--- src/common/uart_pkg.sv ---
// UART shared definitions
// Register map offsets, status word layout and character framing
// constants used by the serial port blocks

package uart_pkg;

	// Serial character width, 8N1 framing carries one byte
	localparam int CHAR_WIDTH = 8;

	// Byte offsets from the block base address
	// Status register, read only
	localparam logic [31:0] TX_STATUS_OFFSET = 32'd0;

	// Transmit data, write only, low byte sent
	localparam logic [31:0] TX_DATA_OFFSET = 32'd4;

	// Receive data, a read pops the receive FIFO
	localparam logic [31:0] RX_DATA_OFFSET = 32'd8;

	// Status word bit positions
	// Transmitter idle and able to take a character
	localparam int STATUS_TX_READY_BIT = 0;

	// Receive FIFO holds at least one character
	localparam int STATUS_RX_AVAIL_BIT = 1;

	// Sticky flag, a character was dropped on a full FIFO
	localparam int STATUS_RX_OVERFLOW_BIT = 2;

	// Receiver samples taken per bit period
	// Start bit is checked halfway through, at RX_OVERSAMPLE / 2
	localparam int RX_OVERSAMPLE = 8;

endpackage

--- src/sync_fifo.sv ---
// Synchronous FIFO
// Circular buffer with read and write pointers and an occupancy count
// Head is shown combinationally on value_o

`timescale 1ns/1ps

module sync_fifo #(
	parameter int WIDTH = 8,
	parameter int DEPTH = 8
) (
	input  logic             clk,
	input  logic             reset_i,
	input  logic             enqueue_i,
	input  logic [WIDTH-1:0] value_i,
	input  logic             dequeue_i,
	output logic [WIDTH-1:0] value_o,
	output logic             empty_o,
	output logic             full_o
);

	localparam int ADDR_WIDTH = (DEPTH > 1) ? $clog2(DEPTH) : 1;
	localparam int COUNT_WIDTH = $clog2(DEPTH + 1);

	logic [WIDTH-1:0]       storage [DEPTH];
	logic [ADDR_WIDTH-1:0]  read_ptr;
	logic [ADDR_WIDTH-1:0]  write_ptr;
	logic [COUNT_WIDTH-1:0] count;
	logic                   do_enqueue;
	logic                   do_dequeue;

	// Enqueue on full and dequeue on empty are dropped
	assign do_enqueue = enqueue_i && !full_o;
	assign do_dequeue = dequeue_i && !empty_o;

	// Pointers and occupancy
	always_ff @(posedge clk)
	begin
		if (reset_i)
		begin
			read_ptr <= '0;
			write_ptr <= '0;
			count <= '0;
		end
		else
		begin
			if (do_enqueue)
				write_ptr <= (write_ptr == ADDR_WIDTH'(DEPTH - 1)) ? '0 : write_ptr + 1'b1;
			if (do_dequeue)
				read_ptr <= (read_ptr == ADDR_WIDTH'(DEPTH - 1)) ? '0 : read_ptr + 1'b1;
			// Both at once leaves the count alone
			if (do_enqueue && !do_dequeue)
				count <= count + 1'b1;
			else if (do_dequeue && !do_enqueue)
				count <= count - 1'b1;
		end
	end

	always_ff @(posedge clk)
	begin
		if (do_enqueue)
			storage[write_ptr] <= value_i;
	end

	assign value_o = storage[read_ptr];
	assign empty_o = count == '0;
	assign full_o = count == COUNT_WIDTH'(DEPTH);

endmodule

--- src/uart/uart.sv ---
// UART top level
// Decodes the three bus registers, builds the status word, keeps the
// sticky receive overflow flag and connects transmitter, receiver and FIFO

`timescale 1ns/1ps

module uart #(
	parameter logic [31:0] BASE_ADDRESS = 32'h0,
	parameter int CLOCKS_PER_BIT = 16
) (
	input  logic        clk,
	input  logic        reset_i,
	input  logic [31:0] io_address_i,
	input  logic        io_read_en_i,
	input  logic        io_write_en_i,
	input  logic [31:0] io_write_data_i,
	output logic [31:0] io_read_data_o,
	output logic        tx_o,
	input  logic        rx_i
);

	// Absolute register addresses
	localparam logic [31:0] STATUS_ADDR = BASE_ADDRESS + uart_pkg::TX_STATUS_OFFSET;
	localparam logic [31:0] TX_DATA_ADDR = BASE_ADDRESS + uart_pkg::TX_DATA_OFFSET;
	localparam logic [31:0] RX_DATA_ADDR = BASE_ADDRESS + uart_pkg::RX_DATA_OFFSET;

	logic                            tx_enable;
	logic                            tx_ready;
	logic [uart_pkg::CHAR_WIDTH-1:0] rx_char;
	logic                            rx_char_valid;
	logic                            rx_fifo_dequeue;
	logic [uart_pkg::CHAR_WIDTH-1:0] rx_fifo_char;
	logic                            rx_fifo_empty;
	logic                            rx_fifo_full;
	logic                            status_read;
	logic                            rx_overflow;
	logic [31:0]                     status_word;

	// Bus decode, no wait states
	assign tx_enable = io_write_en_i && (io_address_i == TX_DATA_ADDR);
	assign rx_fifo_dequeue = io_read_en_i && (io_address_i == RX_DATA_ADDR);
	assign status_read = io_read_en_i && (io_address_i == STATUS_ADDR);

	// Sticky overflow flag
	// A new drop in the same cycle as a status read keeps it set
	always_ff @(posedge clk)
	begin
		if (reset_i)
			rx_overflow <= 1'b0;
		else if (rx_char_valid && rx_fifo_full)
			rx_overflow <= 1'b1;
		else if (status_read)
			rx_overflow <= 1'b0;
	end

	// Read mux, status at its own address, FIFO head everywhere else
	always_comb
	begin
		status_word = '0;
		status_word[uart_pkg::STATUS_TX_READY_BIT] = tx_ready;
		status_word[uart_pkg::STATUS_RX_AVAIL_BIT] = !rx_fifo_empty;
		status_word[uart_pkg::STATUS_RX_OVERFLOW_BIT] = rx_overflow;
		if (io_address_i == STATUS_ADDR)
			io_read_data_o = status_word;
		else
			io_read_data_o = {{(32 - uart_pkg::CHAR_WIDTH){1'b0}}, rx_fifo_char};
	end

	uart_tx #(.CLOCKS_PER_BIT(CLOCKS_PER_BIT)) uart_tx (
		.clk         (clk),
		.reset_i     (reset_i),
		.tx_enable_i (tx_enable),
		.tx_char_i   (io_write_data_i[uart_pkg::CHAR_WIDTH-1:0]),
		.tx_ready_o  (tx_ready),
		.tx_o        (tx_o)
	);

	// Receiver runs at RX_OVERSAMPLE ticks per bit
	uart_rx #(.CLOCKS_PER_SAMPLE(CLOCKS_PER_BIT / uart_pkg::RX_OVERSAMPLE)) uart_rx (
		.clk             (clk),
		.reset_i         (reset_i),
		.rx_i            (rx_i),
		.rx_char_o       (rx_char),
		.rx_char_valid_o (rx_char_valid)
	);

	// Eight character receive buffer
	sync_fifo #(.WIDTH(uart_pkg::CHAR_WIDTH), .DEPTH(8)) rx_fifo (
		.clk       (clk),
		.reset_i   (reset_i),
		.enqueue_i (rx_char_valid),
		.value_i   (rx_char),
		.dequeue_i (rx_fifo_dequeue),
		.value_o   (rx_fifo_char),
		.empty_o   (rx_fifo_empty),
		.full_o    (rx_fifo_full)
	);

endmodule

--- src/uart/uart_rx.sv ---
// UART receiver
// Synchronizes the rx line, finds a start edge and samples each bit
// near its middle using RX_OVERSAMPLE ticks per bit, then reports
// the character if the stop bit is high

`timescale 1ns/1ps

module uart_rx #(
	parameter int CLOCKS_PER_SAMPLE = 2
) (
	input  logic                            clk,
	input  logic                            reset_i,
	input  logic                            rx_i,
	output logic [uart_pkg::CHAR_WIDTH-1:0] rx_char_o,
	output logic                            rx_char_valid_o
);

	localparam int DIVIDE_WIDTH = $clog2(CLOCKS_PER_SAMPLE + 1);
	localparam int SAMPLE_WIDTH = $clog2(uart_pkg::RX_OVERSAMPLE);
	localparam int BIT_WIDTH = $clog2(uart_pkg::CHAR_WIDTH);
	localparam int HALF_BIT = uart_pkg::RX_OVERSAMPLE / 2;

	typedef enum logic [1:0] {
		RX_IDLE,
		RX_START,
		RX_DATA,
		RX_STOP
	} rx_state_t;

	rx_state_t                          state;
	logic                               rx_meta;
	logic                               rx_sync;
	logic                               rx_prev;
	logic [DIVIDE_WIDTH-1:0]            divide_count;
	logic                               sample_tick;
	logic [SAMPLE_WIDTH-1:0]            sample_count;
	logic [BIT_WIDTH-1:0]               bit_count;

	// Two flop synchronizer plus a delayed copy for edge detect
	// Held at idle level in reset so no false edge is seen
	always_ff @(posedge clk)
	begin
		if (reset_i)
		begin
			rx_meta <= 1'b1;
			rx_sync <= 1'b1;
			rx_prev <= 1'b1;
		end
		else
		begin
			rx_meta <= rx_i;
			rx_sync <= rx_meta;
			rx_prev <= rx_sync;
		end
	end

	// Free running sample clock divider
	assign sample_tick = divide_count == DIVIDE_WIDTH'(CLOCKS_PER_SAMPLE - 1);

	always_ff @(posedge clk)
	begin
		if (reset_i || sample_tick)
			divide_count <= '0;
		else
			divide_count <= divide_count + 1'b1;
	end

	// Frame FSM
	always_ff @(posedge clk)
	begin
		if (reset_i)
		begin
			state <= RX_IDLE;
			sample_count <= '0;
			bit_count <= '0;
			rx_char_valid_o <= 1'b0;
		end
		else
		begin
			rx_char_valid_o <= 1'b0;
			case (state)
				RX_IDLE:
				begin
					// Falling edge starts a frame
					if (rx_prev && !rx_sync)
					begin
						state <= RX_START;
						sample_count <= '0;
						bit_count <= '0;
					end
				end

				RX_START:
				begin
					if (sample_tick)
					begin
						if (sample_count == SAMPLE_WIDTH'(HALF_BIT - 1))
						begin
							// Glitch if the line is already back high
							state <= rx_sync ? RX_IDLE : RX_DATA;
							sample_count <= '0;
						end
						else
							sample_count <= sample_count + 1'b1;
					end
				end

				RX_DATA:
				begin
					if (sample_tick)
					begin
						sample_count <= sample_count + 1'b1;
						if (sample_count == SAMPLE_WIDTH'(uart_pkg::RX_OVERSAMPLE - 1))
						begin
							bit_count <= bit_count + 1'b1;
							if (bit_count == BIT_WIDTH'(uart_pkg::CHAR_WIDTH - 1))
								state <= RX_STOP;
						end
					end
				end

				RX_STOP:
				begin
					if (sample_tick)
					begin
						sample_count <= sample_count + 1'b1;
						if (sample_count == SAMPLE_WIDTH'(uart_pkg::RX_OVERSAMPLE - 1))
						begin
							// Framing error drops the character
							rx_char_valid_o <= rx_sync;
							state <= RX_IDLE;
						end
					end
				end

				default:
					state <= RX_IDLE;
			endcase
		end
	end

	// Data shifter with the LSB arriving first
	always_ff @(posedge clk)
	begin
		if (state == RX_DATA && sample_tick
			&& sample_count == SAMPLE_WIDTH'(uart_pkg::RX_OVERSAMPLE - 1))
			rx_char_o <= {rx_sync, rx_char_o[uart_pkg::CHAR_WIDTH-1:1]};
	end

endmodule

--- src/uart/uart_tx.sv ---
// UART transmitter
// Frames one character with start and stop bits and shifts it out
// LSB first, one bit every CLOCKS_PER_BIT cycles

`timescale 1ns/1ps

module uart_tx #(
	parameter int CLOCKS_PER_BIT = 16
) (
	input  logic                            clk,
	input  logic                            reset_i,
	input  logic                            tx_enable_i,
	input  logic [uart_pkg::CHAR_WIDTH-1:0] tx_char_i,
	output logic                            tx_ready_o,
	output logic                            tx_o
);

	// Start bit, data bits, stop bit
	localparam int FRAME_BITS = uart_pkg::CHAR_WIDTH + 2;
	localparam int PERIOD_WIDTH = $clog2(CLOCKS_PER_BIT + 1);
	localparam int BIT_COUNT_WIDTH = $clog2(FRAME_BITS);

	logic                       busy;
	logic [FRAME_BITS-1:0]      shift_q;
	logic [PERIOD_WIDTH-1:0]    period_count;
	logic [BIT_COUNT_WIDTH-1:0] bit_count;
	logic                       period_done;

	assign period_done = period_count == PERIOD_WIDTH'(CLOCKS_PER_BIT - 1);

	// Control state
	always_ff @(posedge clk)
	begin
		if (reset_i)
		begin
			busy <= 1'b0;
			period_count <= '0;
			bit_count <= '0;
		end
		else if (!busy)
		begin
			// Writes while busy never reach this branch
			if (tx_enable_i)
			begin
				busy <= 1'b1;
				period_count <= '0;
				bit_count <= '0;
			end
		end
		else if (period_done)
		begin
			period_count <= '0;
			// Last bit out is the stop bit
			if (bit_count == BIT_COUNT_WIDTH'(FRAME_BITS - 1))
				busy <= 1'b0;
			else
				bit_count <= bit_count + 1'b1;
		end
		else
			period_count <= period_count + 1'b1;
	end

	// Frame shifter, loaded on an accepted write
	always_ff @(posedge clk)
	begin
		if (!busy && tx_enable_i)
			shift_q <= {1'b1, tx_char_i, 1'b0};
		else if (busy && period_done)
			shift_q <= {1'b1, shift_q[FRAME_BITS-1:1]};
	end

	// Line idles high between frames
	assign tx_o = busy ? shift_q[0] : 1'b1;
	assign tx_ready_o = !busy;

endmodule
--- config.mk ---
export PLATFORM = sky130hd
export DESIGN_NAME = uart
export DESIGN_NICKNAME = d
export VERILOG_FILES = /design/src/common/uart_pkg.sv /design/src/sync_fifo.sv /design/src/uart/uart.sv /design/src/uart/uart_rx.sv /design/src/uart/uart_tx.sv
export SDC_FILE = /design/constraint.sdc
export NUM_CORES = 1
export LEC_CHECK = 0
export ABC_AREA = 1
export BUFFER_PORTS_ARGS = -buffer_cell sky130_fd_sc_hd__buf_2
export CORE_UTILIZATION = 55
export CTS_CLUSTER_SIZE = 24
export DETAILED_ROUTE_END_ITERATION = 10
export PLACE_DENSITY = 0.78
export SLEW_MARGIN = 0
export SYNTH_ARGS = -nofsm -noshare
export SYNTH_HDL_FRONTEND = slang
export SYNTH_SLANG_ARGS = --single-unit
--- constraint.sdc ---
create_clock -name clk -period 5.1 [get_ports clk]
set_clock_uncertainty 0.05 [all_clocks]
set_input_delay 0.255 -clock clk [delete_from_list [all_inputs] [get_ports clk]]
set_output_delay 0.255 -clock clk [all_outputs]
set_load 0.05 [all_outputs]
# == After elaboration in Yosys (flattened, before gate mapping) ==
# Memories as Yosys holds them, arrays and structs flattened. A register that Yosys moved wholly into a read port is not among the register bits.
# Cells that the tools add are included.
# classes
add_sub_neg,9
n_eq_ne,25
muxes,43
bitwise,3
reduce_logical,34
# op_table
op,n
equality test 32 x 3 -> 1 bit (second input constant),1
equality test 32 x 4 -> 1 bit (second input constant),1
logical NOT 32 bit,1
2-to-1 mux 3 bit,10
2-to-1 mux 4 bit,6
2-to-1 mux 2 bit,9
2-to-1 mux 9 bit,2
inequality test 2 x 1 -> 1 bit (second input constant),9
2-to-1 mux 5 bit,3
logical AND 1 bit,13
adder 3 x 1 -> 3 bit (second input constant),4
equality test 3 bit (second input constant),4
nonzero test 2 bit,5
2-to-1 mux 1 bit,9
one-hot mux 3 bit (3 select lines),1
adder 4 x 1 -> 4 bit (second input constant),2
equality test 4 bit (second input constant),2
2-to-1 mux 8 bit,1
one-hot mux 2 bit (4 select lines),1
AND reduction 8 bit,1
logical NOT 1 bit,6
one-hot mux 3 bit (2 select lines),1
AND reduction 3 bit,2
adder 5 x 1 -> 5 bit (second input constant),1
other kinds (14),19
# totals
regBits,52
mem_bits_rw,64
inputBits,69
out_inout_bits,33
wordCells,133
mem_count,1
# mem_list
memory,words,word_bits,read_ports,rd_ports_with_merged_regs,wr,line,rtl
rx_fifo.storage,8,8,1,1,1,sync_fifo.sv:24,logic [WIDTH-1:0] storage [DEPTH];

# == Longest topological paths before layout ==
# depth
ltp_word,7
mapped_depth,15
ltp_nobuf,15

# == Hierarchy ==
# From an unflattened synthesis, not the netlist that was laid out.
# hier_totals
cells_unflattened,596
area_unflattened_um2,5621.6
# modules_own_cells
mod,n_inst,cells_each,area_per_inst_um2,seq_area_each_um2
sync_fifo,1,312,3289.4,2182.1
uart_rx,1,104,949.7,520.5
uart_tx,1,94,898.4,460.4
uart,1,86,484.2,20.0

# == Worst setup path before layout ==
# OpenSTA, ideal clock, no wires.
# synth_path
path_kind,register to output
start,register (tool-made name)
end,output io_read_data_o[0]
t_arrival_ps,1996
slack_ps,2799
path_stages_with_launch,7
path_buffers,1
cell_sequence,dfxtp_1 inv_1 buf_2 nor2_1 o221ai_1 o21ai_0 o21ai_0
# synth_rtl
item,line,rtl
"end, declared",uart.sv:17,"output logic [31:0] io_read_data_o,"

==> flow_summary.yaml <==
outcome:
  run_status: "finished clean"
worst_setup_path:
  crit_path_top_delay_cell: "inv_1"
  max_stage_delay_ns: 0.75
  crit_path_cell_trace: "buf_4 -> inv_1 -> o21bai_1 -> o221ai_1 -> o21ai_0 -> o21ai_0 -> buf_2"
  startpoint_type: "register"
  cp-end-kind: "output port"
  cpMostUsedCell: "o21ai_0"
  r2r_setup_slack_ns: 2.52
  crit_path_max_fanout: 33
  path_class: "reg2out"
  arrival_ns: 2.78
  required_ns: 4.80
clock_network:
  cts_resized: 0
  numCtsBuffers: 17
  clock_path_buffers: 2
  clock-sinks: 119
  htreeDepth: 4
  clkTransAtPathRegs_ns: 0.06
  clkLatencyLatePin_ns: 0.50
  cts_root_buf: "clkbuf_8"
  cts_tree: "done"
place:
  io_buffers: 53
  dp_hpwl_um: 6957
  placed_area_um2: 5675
  place.gp.congestion: 0.8139
  pre_cts_ws_ns: 2.405
sta:
  hold_viol_final: 0
  worst_pin_slew_ns: 1.139
  slew_headroom_pct: 23.98
  finalWorstSetupSlack_ns: 2.019
  slew_violations: 0
  fin_setup_tns_ns: 0
  min_period_ns: 3.081
  period_share_pct: 60.40
  grt_setup_unrepaired: "false"
  fmax_mhz: 324.6
  setup_viol: 0
synth:
  synthArstFlopShare_pct: 0
  ys_types: 39
  yosys.area_share.simple_pct: 16.18
  muxShareOfSynthArea_pct: 0
  ys_top_cells_by_area: "edfxtp_1 (44%), dfxtp_1 (14%), nand2_1 (6.7%), nor2_1 (4.0%), ha_1 (3.9%)"
  ys_warn_count: 0
  synth_edf_count: 80
  synth_flop_cell: "edfxtp_1"
  ys_seq_area_share_pct: 58.79
  syn_inst: 532
  synth_top_area_cell: "edfxtp_1"
  synth_seq_cells: 119
  synth.cell_area_um2: 5414
  synth_xor_area_share_pct: 0.4853
  synth_compound_area_share_pct: 12.13
  synth_top_family_by_area: "simple AND/OR/NAND/NOR gates"
  synth_top_area_share_pct: 44.37
  synth_fa_ha_area_share_pct: 4.299
  syn_avg_cell_area_um2: 10.18
pwr:
  power.density_nw_per_um2: 376.6
  total_power_mw: 2.367
  irDropWorstVdd_mv: 0.2391
  leakage_nw: 2.477
global_route:
  grt-ovfl-total: 0
  track_usage_pct: 22.82
  antenna_found_initial: 0
  grt_pass1_wl_um: 17630
  grt_max_degree: 34
  grt_pass1_vias: 3859
route:
  initialDrtViolationCount: 209
  first_pass_iters: 5
  drc: 0
  finalWirelength_um: 10840
  via_count: 3850
  viasPerCell: 5.267
  antenna_left: 0
  wire_per_inst_um: 14.83
layout:
  fin_util_pct: 67.08
  mostFrequentLayoutCells: "nand2_1 (97), edfxtp_1 (80), nor2_1 (57)"
  antenna_cells: 0
  nets: 676
  drive_gt1_share_pct: 17.61
  final_common_cell: "nand2_1"
  postLayoutCellArea_um2: 6286
  area_delta_synth_final_pct: 16.11
floorplanning:
  rows: 35
  start_util_pct: 57.77
  die_h_um: 101.2
  core_um2: 9371
  io_pins: 102
  chipWidth_um: 101.2
  dieArea_um2: 10240
worst_hold_path:
  min_path_type: "in2reg"
flow_run:
  drv_cap: 0
Yosys cell counts (6+ instances only):
library cell,instances
nand3_1,16
ha_1,17
nor3_1,6
dfxtp_1,39
a32o_1,8
nand2_1,97
inv_1,47
a21oi_1,41
clkbuf_1,6
buf_4,24
buf_2,8
nor2_1,57
edfxtp_1,80
o21ai_2,8
o21ai_0,29
kinds of logic (layout without fill, tap and decap cells):
| logic type | after synthesis | after routing |
|---|---|---|
| other | 1 | 24 |
| XOR/XNOR | 3 | 3 |
| AO/OA/AOI/OAI | 105 | 105 |
| AND/OR/NAND/NOR | 199 | 199 |
| buffers and inverters | 87 | 134 |
| adder cells (fa/ha/maj) | 18 | 18 |
| flip-flops | 119 | 119 |
critical path, delay by kind of cell, from the launching register on:
family,cells,cell delay [ns]
flops,1,0.29
buf+inv,3,1.28
compound gates,4,0.68
power breakdown:
part / internal, mW / total [mW] / switching, mW
clock: 0.787 / 1.20 / 0.409
combinational: 0.0375 / 0.130 / 0.0923
sequential: 1.03 / 1.04 / 0.00956
total: 1.86 / 2.37 / 0.511
metrics by stage:
| step | hold WS (ns) | instances |
|---|---|---|
| floorplan | 0.3088 | 555 |
| global placement | 0.3519 | 698 |
| detailed placement | 0.3514 | 698 |
| CTS | 0.008815 | 731 |
| global route | 0.01962 | 731 |
| finish | 0.02677 | 731 |
timing repair:
item | CTS | global route
hold buffers | 1 | 0
setup buffers | 0 | 0
hold endpoints to repair | 1 | 0
path summary, 6_finish.rpt:
path                           start                 end  cells after the start
hold reg to reg      uart_rx.rx_meta     uart_rx.rx_sync                      1
setup / recovery            register   io_read_data_o[2]                      7
setup reg to reg    rx_fifo.count[0]    rx_fifo.count[3]                     12
hold / removal    io_write_data_i[4]  uart_tx.shift_q[5]                      3
registers in the layout, summed over array words and instances, names as in the netlist, 2 cells and up, named ones only:
name,cells
rx_fifo.count,4
uart_tx.period_count,5
rx_fifo.read_ptr,3
uart_rx.divide_count,2
uart_rx.sample_count,3
rx_fifo.storage,64
rx_fifo.write_ptr,3
uart_tx.shift_q,9
uart_rx.rx_char_o,8
uart_tx.bit_count,4
uart_rx.bit_count,3
cell type report:
class / instances / area [µm²]
Inverter: 47 / 176.4
Clock inverter: 14 / 182.7
Clock buffer: 18 / 417.9
Multi-Input combinational cell: 349 / 1882
Timing Repair Buffer: 55 / 282.8
Tap cell: 129 / 161.4
Sequential cell: 119 / 3183
Fill cell: 724 / 3085
routing by layer:
layer	part of all wire, %	vias up	track usage, %
met5	0	-	0
met4	1.0	0	8.027
met3	5.6	14	5.383
met2	53	128	42.28
met1	40	1812	25.63
li1	-	1896	-
Note: power is estimated with default switching activity, not from simulation.
